### src/program_ram/program_init.hex
// Program image loaded from word address 0 upward
// One column: a 32-bit instruction word in hex per line
00000093
80000137
00500193
00312023
00412203
00127213
fe020ce3
00108093
0010f093
00112023
00100293
00200313
00300393
00400413
ff1ff06f
0000006f

### src/common/soc_map_pkg.sv
package soc_map_pkg;

    //============================================================
    // Program memory geometry
    //============================================================

    localparam int unsigned mem_size_bytes = 2048;

    // Byte address bits that reach the memory
    localparam int unsigned mem_addr_bits = $clog2(mem_size_bytes);

    // The memory is organized as 32-bit words with four byte lanes
    localparam int unsigned mem_words = mem_size_bytes / 4;

    typedef logic [mem_addr_bits-3:0] word_addr_t;

    // Hex image loaded at the bottom of memory
    localparam string mem_init_file = "/design/src/program_ram/program_init.hex";

    //============================================================
    // Peripheral region
    //============================================================

    // Upper address nibble that selects the peripherals
    localparam logic [3:0] periph_region = 4'h8;

    // Only the low address bits are decoded inside the region
    localparam int unsigned periph_addr_bits = 12;

    typedef logic [periph_addr_bits-3:0] periph_reg_addr_t;

    // Register byte offsets
    localparam logic [periph_addr_bits-1:0] led_reg_offset    = 12'h000;
    localparam logic [periph_addr_bits-1:0] status_reg_offset = 12'h004;

    // LEDs on the board, driven active low
    localparam int unsigned led_count = 3;

endpackage

### src/common/soc_bus_pkg.sv
package soc_bus_pkg;

    import soc_map_pkg::*;

    //============================================================
    // CPU side buses
    //============================================================

    // Encoding follows the CPU data bus size field
    typedef enum logic [1:0] {
        size_byte = 2'd0,
        size_half = 2'd1,
        size_word = 2'd2
    } access_size_t;

    // Instruction fetch request and reply
    typedef struct packed {
        logic        valid;
        logic [31:0] pc;
    } ibus_cmd_t;

    typedef struct packed {
        logic        valid;
        logic [31:0] inst;
    } ibus_rsp_t;

    // Data access request, write data is lane replicated by the CPU
    typedef struct packed {
        logic         valid;
        logic         wr;
        logic [31:0]  address;
        logic [31:0]  data;
        access_size_t size;
    } dbus_cmd_t;

    // Only reads produce a reply
    typedef struct packed {
        logic        valid;
        logic [31:0] data;
    } dbus_rsp_t;

    //============================================================
    // Internal ports
    //============================================================

    typedef struct packed {
        word_addr_t  word_addr;
        logic [3:0]  wr_be;
        logic [31:0] wdata;
    } ram_port_t;

    typedef struct packed {
        logic             sel;
        logic             wr;
        periph_reg_addr_t reg_addr;
        logic [31:0]      wdata;
    } periph_req_t;

endpackage

### src/verilog/dbus_router.sv
module dbus_router
    import soc_map_pkg::*;
    import soc_bus_pkg::*;
(
    input  logic        clk,
    input  logic        reset,

    input  dbus_cmd_t   dbus_cmd,
    output dbus_rsp_t   dbus_rsp,

    output ram_port_t   ram_port,
    input  logic [31:0] mem_rdata,

    output periph_req_t periph_req,
    input  logic [31:0] periph_rdata
);

    logic       periph_sel;
    logic       mem_wr;
    logic       rd_cmd;
    logic [3:0] byte_en;
    logic       mem_rd_done;
    logic       periph_rd_done;

    //============================================================
    // Region decode
    //============================================================

    assign periph_sel = dbus_cmd.valid && (dbus_cmd.address[31:28] == periph_region);

    // Writes anywhere with bit 31 set never reach the memory
    assign mem_wr = dbus_cmd.valid && dbus_cmd.wr && !dbus_cmd.address[31];
    assign rd_cmd = dbus_cmd.valid && !dbus_cmd.wr;

    //============================================================
    // Byte enables
    //============================================================

    always_comb begin
        case (dbus_cmd.size)
            size_byte: byte_en = 4'b0001 << dbus_cmd.address[1:0];
            size_half: byte_en = 4'b0011 << dbus_cmd.address[1:0];
            default:   byte_en = 4'b1111;
        endcase
    end

    // Data is already lane replicated, so it goes out unshifted
    assign ram_port.word_addr = dbus_cmd.address[mem_addr_bits-1:2];
    assign ram_port.wr_be     = {4{mem_wr}} & byte_en;
    assign ram_port.wdata     = dbus_cmd.data;

    assign periph_req.sel      = periph_sel;
    assign periph_req.wr       = dbus_cmd.wr;
    assign periph_req.reg_addr = dbus_cmd.address[periph_addr_bits-1:2];
    assign periph_req.wdata    = dbus_cmd.data;

    //============================================================
    // Read completion and response merge
    //============================================================

    // Both sources answer one cycle after the read command
    always_ff @(posedge clk or posedge reset) begin
        if (reset) begin
            mem_rd_done    <= 1'b0;
            periph_rd_done <= 1'b0;
        end else begin
            mem_rd_done    <= rd_cmd && !periph_sel;
            periph_rd_done <= rd_cmd && periph_sel;
        end
    end

    assign dbus_rsp.valid = mem_rd_done || periph_rd_done;
    assign dbus_rsp.data  = periph_rd_done ? periph_rdata : mem_rdata;

endmodule

### config.mk
export PLATFORM = sky130hd
export DESIGN_NAME = dbus_router
export DESIGN_NICKNAME = d
export VERILOG_FILES = /design/src/common/soc_map_pkg.sv /design/src/common/soc_bus_pkg.sv /design/src/verilog/dbus_router.sv
export SDC_FILE = /design/constraint.sdc
export NUM_CORES = 1
export LEC_CHECK = 0
export BUFFER_PORTS_ARGS = -buffer_cell sky130_fd_sc_hd__buf_4
export CORE_AREA = 10 10 90 92
export CTS_CLUSTER_SIZE = 24
export DETAILED_ROUTE_END_ITERATION = 8
export DIE_AREA = 0 0 100 102
export PLACE_DENSITY = 0.69
export SLEW_MARGIN = 5
export SYNTH_ARGS = -nofsm -noshare
export SYNTH_HDL_FRONTEND = slang
export SYNTH_SLANG_ARGS = --single-unit
### constraint.sdc
create_clock -name clk -period 1.6 [get_ports clk]
set_clock_uncertainty 0.2 [all_clocks]
set_input_delay 0.32 -clock clk [delete_from_list [all_inputs] [get_ports clk]]
set_output_delay 0.32 -clock clk [all_outputs]
set_load 0.02 [all_outputs]
==> impl_metrics.yaml <==
outcome:
  status: "complete, but fails checks"
  violations: "negative setup slack"
power:
  switching_share_pct: 29.8
  seq_power_share_pct: 7.5
  leakage_nw: 0.944
  internal_power_w: 0.000499
  pwr-share-clk_pct: 30.8
  power_density_nw_per_um2: 387
  p_comb_share_pct: 61.7
  peakVddDrop_v: 0.000164
  switching_power_w: 0.000211
synthesis:
  syn-cell-area_um2: 1340
  yosysSeqAreaShare_pct: 3.73
  ys_types: 19
  ys_seq_elements: 2
  syn_nets: 274
  synth.avg_cell_area_um2: 9.58
  ys_warn_count: 0
  synthCells: 140
clocking:
  cts_root_buf: "clkbuf_8"
  htree_levels: 1
  cts_tree: "yes"
  cts_num_sinks: 2
  cts.clk_slew.worst_paths_ps: 30
  clockBufferDepth: 2
  cts_buffers: 3
floorplanning:
  ios: 256
  core_area_um2: 6280
  die_w_um: 100
  dieArea_um2: 10200
  rows: 29
  start_util_pct: 21.4
  die_y_um: 102
finish:
  drive_gt1_share_pct: 91.5
  final_cells: 254
  final_cell_mix: "buf_4 (93), mux2_4 (31), buf_6 (27)"
  syn_to_final_growth_pct: 36.7
  fill_cells: 652
  nets: 312
  fin_util_pct: 29.2
  diodes: 0
  mostFrequentLayoutCell: "buf_4"
sta:
  hold_ws_ps: 180
  worst_slack_ps: -213
  fin_crit_ps: 1810
  finalSetupViolations: 33
  finalMaxSlewViolations: 0
  rsz0062_at_grt: "true"
  slew_headroom_pct: 85.2
  fin_setup_tns_ps: -6340
  fin_crit_sh_pct: 113
  max_clock_freq_mhz: 552
  tightest_slew_ps: 222
  final_hold_viol_count: 0
place:
  dp_hpwl_mm: 4.25
  dp_cells: 249
  portBuffers: 114
  gp_congestion: 0.760
drt:
  routed-wl-met2_mm: 2.28
  via_per_inst: 4.01
  drt_iter0_markers: 10
  detail-route-antenna-nets: 0
  routed_wl_mm: 4.88
  top_layer: "met4"
  wl_met3_um: 759
  drt-met1-wl_mm: 1.65
  dr.pass1.iters: 4
  num_vias: 1018
  wl_per_cell_um: 19.2
  drc: 0
grt:
  grt_max_degree: 16
  grt_pass1_vias: 1126
  gr-total-overflow: 0
  antenna_found_initial: 0
  grt_use_total_pct: 8.39
  grt_pass1_wl_mm: 6.73
worst_setup_path:
  critPathMaxFanout: 4
  start_kind: "register"
  cp.arrival_ps: 1290
  critical_path.endpoint_type: "primary output"
  crit_type: "register to primary output"
  critical_path_required_ps: 1080
hold_path:
  hold_path_class: "input pin to register"
run:
  maxCapViolations: 0
## final timing paths
path                           startpoint  depth (start not counted)  slack, ps             end
setup / recovery           periph_rd_done                          3       -210    dbus_rsp[31]
hold / removal               dbus_cmd[66]                          3        180     mem_rd_done
max in group asynchronous           reset                          3        770  periph_rd_done
min in group asynchronous           reset                          3        310  periph_rd_done
## kinds of logic after synthesis
logic type / count (synthesis) / synth area share, %
mux: 32 / 35.0
compound gates: 6 / 2.52
flops: 2 / 3.73
buf+inv: 91 / 53.5
simple gates: 9 / 5.32
## cell type report
cell class	count	area, um2	area share (%)
repair buffers	122	1030	56.3
multi-input cells	47	601	32.8
well taps	77	96.3	5.26
flip-flops and latches	2	51.3	2.80
clock buffers	4	45.0	2.46
inverters	2	7.51	0.410
## sequential cells by signal, summed over array words and instances (netlist names)
register / count
periph_rd_done: 1
mem_rd_done: 1
## metrics by stage
stage	setup WS, ps	area (um2)	power, W
2_1_floorplan	111	1340	0.000522
3_3_place_gp	-78.7	1650	0.000454
3_5_place_dp	-65.4	1650	0.000460
4_1_cts	-237	1790	0.000711
5_1_grt	-250	1830	0.000742
6_report	-213	1830	0.000710
## per-layer routing
layer  GRT usage [%]  up-vias
met5               0        -
met3            4.18       32
li1                -      448
met4            5.43        0
met1            7.70      432
met2            14.6      106
## synth_stat cells
library cell	instances	area (um2)
nand3b_1	2	15.0
inv_1	2	7.51
mux2_2	3	33.8
dfrtp_1	2	50.1
buf_12	3	60.1
o21bai_1	1	7.51
nor4b_2	1	15.0
or2_1	1	6.26
nor3b_1	1	7.51
a31oi_1	1	6.26
nand2b_1	1	6.26
buf_4	85	638
or2_2	1	6.26
a21oi_1	3	15.0
and2_1	1	6.26
buf_6	1	11.3
and3b_1	1	8.76
mux2_4	29	435
o21ai_0	1	5.00
## timing repair
item,in CTS,in global routing
endpoints found under the hold margin,2,0
pin swaps,2,1
resized for setup,21,12
setup endpoints to repair,34,35
setup buffers,0,0
hold buffers,1,0
## power by group through the flow
stage | Combinational (W) | Clock [W] | Sequential [W]
floorplan | 0.000469 | 0 | 0.0000533
global placement | 0.000400 | 0 | 0.0000539
detailed placement | 0.000406 | 0 | 0.0000539
CTS | 0.000432 | 0.000226 | 0.0000534
global route | 0.000465 | 0.000223 | 0.0000536
finish | 0.000438 | 0.000219 | 0.0000535
## worst max-delay path, stage by stage, from the launching register on
cell and delay, ps:
dfrtp_2 420, buf_4 170, mux2_2 330, buf_4 160
(Power assumes the default switching activity.)
