File: src/program_ram/program_init.hex
// Program image loaded from word address 0 upward
// One column: a 32-bit instruction word in hex per line
00000093
80000137
00500193
00312023
00412203
00127213
fe020ce3
00108093
0010f093
00112023
00100293
00200313
00300393
00400413
ff1ff06f
0000006f

File: src/common/soc_map_pkg.sv
package soc_map_pkg;

    //============================================================
    // Program memory geometry
    //============================================================

    localparam int unsigned mem_size_bytes = 2048;

    // Byte address bits that reach the memory
    localparam int unsigned mem_addr_bits = $clog2(mem_size_bytes);

    // The memory is organized as 32-bit words with four byte lanes
    localparam int unsigned mem_words = mem_size_bytes / 4;

    typedef logic [mem_addr_bits-3:0] word_addr_t;

    // Hex image loaded at the bottom of memory
    localparam string mem_init_file = "/design/src/program_ram/program_init.hex";

    //============================================================
    // Peripheral region
    //============================================================

    // Upper address nibble that selects the peripherals
    localparam logic [3:0] periph_region = 4'h8;

    // Only the low address bits are decoded inside the region
    localparam int unsigned periph_addr_bits = 12;

    typedef logic [periph_addr_bits-3:0] periph_reg_addr_t;

    // Register byte offsets
    localparam logic [periph_addr_bits-1:0] led_reg_offset    = 12'h000;
    localparam logic [periph_addr_bits-1:0] status_reg_offset = 12'h004;

    // LEDs on the board, driven active low
    localparam int unsigned led_count = 3;

endpackage

File: src/common/soc_bus_pkg.sv
package soc_bus_pkg;

    import soc_map_pkg::*;

    //============================================================
    // CPU side buses
    //============================================================

    // Encoding follows the CPU data bus size field
    typedef enum logic [1:0] {
        size_byte = 2'd0,
        size_half = 2'd1,
        size_word = 2'd2
    } access_size_t;

    // Instruction fetch request and reply
    typedef struct packed {
        logic        valid;
        logic [31:0] pc;
    } ibus_cmd_t;

    typedef struct packed {
        logic        valid;
        logic [31:0] inst;
    } ibus_rsp_t;

    // Data access request, write data is lane replicated by the CPU
    typedef struct packed {
        logic         valid;
        logic         wr;
        logic [31:0]  address;
        logic [31:0]  data;
        access_size_t size;
    } dbus_cmd_t;

    // Only reads produce a reply
    typedef struct packed {
        logic        valid;
        logic [31:0] data;
    } dbus_rsp_t;

    //============================================================
    // Internal ports
    //============================================================

    typedef struct packed {
        word_addr_t  word_addr;
        logic [3:0]  wr_be;
        logic [31:0] wdata;
    } ram_port_t;

    typedef struct packed {
        logic             sel;
        logic             wr;
        periph_reg_addr_t reg_addr;
        logic [31:0]      wdata;
    } periph_req_t;

endpackage

File: src/led_status_regs/led_status_regs.sv
module led_status_regs
    import soc_map_pkg::*;
    import soc_bus_pkg::*;
(
    input  logic                 clk,
    input  logic                 reset,

    input  periph_req_t          periph_req,
    output logic [31:0]          rdata,

    input  logic                 button,
    output logic [led_count-1:0] leds
);

    logic       led_hit;
    logic       status_hit;
    logic       periph_rd;
    logic       periph_wr;
    logic [1:0] button_sync;

    //============================================================
    // Register decode
    //============================================================

    // Word offsets, the byte lane bits are not decoded
    assign led_hit    = (periph_req.reg_addr == led_reg_offset[periph_addr_bits-1:2]);
    assign status_hit = (periph_req.reg_addr == status_reg_offset[periph_addr_bits-1:2]);

    assign periph_wr = periph_req.sel && periph_req.wr;
    assign periph_rd = periph_req.sel && !periph_req.wr;

    //============================================================
    // LED register
    //============================================================

    // LEDs are active low, so a one in wdata lights the LED
    always_ff @(posedge clk or posedge reset) begin
        if (reset) begin
            leds <= '1;
        end else if (periph_wr && led_hit) begin
            leds <= ~periph_req.wdata[led_count-1:0];
        end
    end

    //============================================================
    // Button synchronizer
    //============================================================

    // Two flops against metastability on the asynchronous button level
    always_ff @(posedge clk or posedge reset) begin
        if (reset) begin
            button_sync <= 2'b00;
        end else begin
            button_sync <= {button_sync[0], button};
        end
    end

    //============================================================
    // Read data
    //============================================================

    // No wait states: read data is ready the cycle after the request
    // Unmapped offsets keep the previous value
    always_ff @(posedge clk or posedge reset) begin
        if (reset) begin
            rdata <= '0;
        end else if (periph_rd) begin
            if (led_hit) begin
                rdata <= {{(32-led_count){1'b0}}, ~leds};
            end else if (status_hit) begin
                rdata <= {31'd0, button_sync[1]};
            end
        end
    end

endmodule

File: config.mk
export PLATFORM = sky130hd
export DESIGN_NAME = led_status_regs
export DESIGN_NICKNAME = d
export VERILOG_FILES = /design/src/common/soc_map_pkg.sv /design/src/common/soc_bus_pkg.sv /design/src/led_status_regs/led_status_regs.sv
export SDC_FILE = /design/constraint.sdc
export NUM_CORES = 1
export LEC_CHECK = 0
export ABC_AREA = 1
export BUFFER_PORTS_ARGS = -buffer_cell sky130_fd_sc_hd__buf_2
export CAP_MARGIN = 40
export CORE_MARGIN = 2
export CORE_UTILIZATION = 32
export DETAILED_ROUTE_END_ITERATION = 8
export PLACE_DENSITY = 0.93
export RECOVER_POWER = 25
export SYNTH_ARGS = -nofsm -noshare
export SYNTH_HDL_FRONTEND = slang
export SYNTH_SLANG_ARGS = --single-unit
File: constraint.sdc
create_clock -name clk -period 2.39 [get_ports clk]
set_clock_uncertainty 0.15 [all_clocks]
set_input_delay 0.239 -clock clk [delete_from_list [all_inputs] [get_ports clk]]
set_output_delay 0.239 -clock clk [all_outputs]
set_load 0.05 [all_outputs]
==> flow_summary.rst <==
.. list-table::
   :header-rows: 1

   * - Metric
     - Value
   * - Status
     - finished clean
   * - Top cells by area, synth
     - buf_4, dfrtp_1, dfstp_2
   * - Top-Level Pins
     - 82
   * - Core region area
     - 1710 um2
   * - Total power of the final layout
     - 378 uW
   * - Fraction of power consumed by the clock network
     - 0.272
   * - Clock Pin Slew Worst Setup and Hold Paths
     - approximately 0.05 ns
   * - Sw Share
     - 0.415
   * - Buf+Inv Stages, Crit Path
     - 1
   * - Routed Antenna Nets
     - 0
   * - Synthesized area
     - 581 um2
   * - Lkg Pwr
     - between 0.3 and 0.4 nW
   * - Seq cells post-synth
     - 8
   * - Total overflow reported by the global router
     - 0
   * - Cells traversed along the worst timing path
     - buf_2
   * - Top library cells by usage in the layout, fill and taps aside
     - conb_1, buf_2, nand2_1
   * - Number of cells traversed by the worst register-to-register path
     - 3
   * - Cell Pwr Density
     - 547 nW/um2
   * - Number of hold buffers added after cts
     - 5
   * - CTS Root Buffer Type
     - clkbuf_4
   * - Horiz. Die Dim
     - 46.6 um
   * - Final HPWL from detailed placement
     - 813 um
   * - Fin. max-slew vios
     - 0
   * - Die Outline Area
     - 2170 um2
   * - Hold Crit Start
     - periph_req[32]
   * - Cell count after placement
     - roughly 120
   * - DRC violation count after routing
     - 0
   * - Inserted Diodes
     - 0
   * - Max clock buf depth
     - 2
   * - Post-synthesis instance total
     - 69
   * - Number of antenna violations at the first check in global routing
     - 0
   * - Kind of cell adding the most delay to the critical path
     - flip-flops
   * - Number of max-cap violations
     - 0
   * - TritonCTS Sinks
     - 8
   * - Via count of the first global-routing pass
     - 379
   * - Final weighted congestion in routability-driven placement
     - 0.673
   * - First-pass GRT wire length
     - 1400 um
   * - Starting Density
     - 0.340
   * - Final cycle utilization of the critical path
     - 0.602
   * - Most common cell after layout, fill and taps aside
     - conb_1
   * - All-Layer GR Usage
     - 0.0966
   * - Library cell occupying the most area in the post-synthesis netlist
     - buf_4
   * - Max stage delay on crit path
     - 0.54 ns
   * - Class of the most critical hold timing path
     - primary input to flop
   * - Cell Rows
     - 15
   * - Clock network latency to the later pin of the worst-skew pair
     - 0.24 ns
   * - Seq pwr share
     - 0.370
   * - Final cell area excluding filler cells
     - between 600 and 700 um2
   * - Worst supply voltage drop on vdd
     - 0.342 mV
   * - Wire length reported by the detailed router
     - between 900 and 1000 um
   * - Number of iterations in the first detailed-routing pass
     - 4
   * - Crit Path Class
     - flop to output port
   * - Minimum period implied by the final worst setup slack
     - 1.44 ns
   * - Cts bufs inserted
     - 3
   * - Number of nets at the end of the flow
     - 148
   * - Maximum number of pins on one net before global-route repair
     - 9
   * - Maximum fanout along the worst path
     - 3
   * - Worst path arrival time
     - between 1 and 1.5 ns
   * - Routed via count divided by cell count
     - approximately 3.6
   * - Area share of the leading cell type in the synthesized netlist
     - 0.375
   * - Reg2Reg Launch Point
     - leds[0]$_DFFE_PP1P_
   * - RSZ-0062 raised after global routing
     - no
   * - Synthesis-to-finish area growth
     - 19.0%
   * - Post-layout utilization of the core
     - 0.404
   * - Final number of hold-violating endpoints
     - 0
   * - Number of port buffers
     - 23
   * - Crit start category
     - flop
   * - Min setup slack post-route
     - 0.951 ns
   * - Highest clock rate
     - 0.695 GHz
   * - Power dissipated by switching net loads
     - 157 uW
   * - Internal power of the cells
     - 221 uW
   * - Setup TNS
     - 0 ns
   * - H-tree levels
     - 1
   * - Post-CTS sizing
     - 0
   * - Routed wirelength normalized by instance count
     - 7.65 um
   * - Die extent in y
     - 46.6 um
   * - Post-place instance area
     - 614 um2
   * - Number of endpoints failing setup at the final stage
     - 0
   * - Post-route non-filler standard cell count
     - around 130
   * - Avg Synthesized Cell Area
     - between 8 and 9 um2
   * - Starting DRT DRC Count
     - 7
   * - Critical path required time
     - 2.00 ns
   * - Layout cells sized above 1
     - 0.350
   * - Tightest hold margin
     - 0.179 ns
   * - Reg-to-reg setup timing slack
     - ~1.4 ns
   * - Slowest CP cell
     - dfstp_2
   * - Instance count along the most critical hold path
     - 4
   * - Post-CTS Setup Bufs
     - 0
   * - Crit path capture type
     - output port
   * - Destination of the worst hold path
     - leds[0]$_DFFE_PP1P_
   * - Portion of total power attributed to combinational logic
     - 0.357
   * - Number of different library cells in the post-synthesis netlist
     - 14
   * - TritonCTS clock tree
     - yes
   * - Count of vias placed by the detailed router
     - 449
   * - Yosys warning total
     - 0
   * - Setup Slack @ Placement
     - around 1.2 ns
   * - R2R Path End
     - rdata[0]$_DFFE_PP0P_
   * - Sequential element share of the synthesized area
     - 0.351
==> kinds of logic after synthesis <==
group           synth area share
compound gates            0.0431
buf+inv                    0.388
flops                      0.351
other cells              0.00646
simple gates               0.211
==> cell usage after synthesis <==
master	number
nor2_2	2
nor3b_2	1
dfrtp_1	5
buf_4	29
nand3_2	1
nor2_4	1
nand3_1	2
nor2_1	5
o21ai_1	5
inv_1	2
nand2_1	11
conb_1	1
dfstp_2	3
nand2_2	1
==> power groups by stage <==
| stage | Combinational, mW | Sequential [mW] | Clock [mW] |
|---|---|---|---|
| 4_1_cts | 0.134 | 0.140 | 0.106 |
| 3_5_place_dp | 0.128 | 0.142 | 0 |
| 2_1_floorplan | 0.145 | 0.145 | 0 |
| 5_1_grt | 0.143 | 0.140 | 0.121 |
| 6_report | 0.135 | 0.140 | 0.103 |
| 3_3_place_gp | 0.127 | 0.142 | 0 |
==> cell type report <==
type | count | area (um2)
timing repair buffer | 28 | 165
sequential | 8 | 204
inverter | 2 | 7.51
clock buffer | 4 | 26.3
multi-input combinational | 58 | 256
tap | 25 | 31.3
fill | 168 | 1020
==> flip-flops by register name, indices dropped and copies added, names as in the netlist <==
register and cells:
button_sync 2, leds 3, rdata 3
==> per-layer routing <==
metal	wire, um	track usage	up-vias	share of wire
li1	-	-	218	-
met1	325	0.0839	193	0.34
met2	507	0.183	38	0.53
met3	123	0.0275	0	0.13
met4	0	0.0686	0	0
met5	0	0	-	0
==> how the worst max path moves through the flow <==
stage	from	end	slack, ns	depth (start not counted)
final	leds[0]$_DFFE_PP1P_	leds[0]	0.95	1
after global placement	periph_req[39]	leds[0]$_DFFE_PP1P_	1.22	6
after global routing	leds[0]$_DFFE_PP1P_	leds[0]	0.91	1
after CTS	leds[0]$_DFFE_PP1P_	leds[0]	0.95	1
after floorplan	leds[0]$_DFFE_PP1P_	rdata[0]$_DFFE_PP0P_	1.23	3
after detailed placement	periph_req[39]	leds[0]$_DFFE_PP1P_	1.16	6
Note: power is estimated with default switching activity, not from simulation.
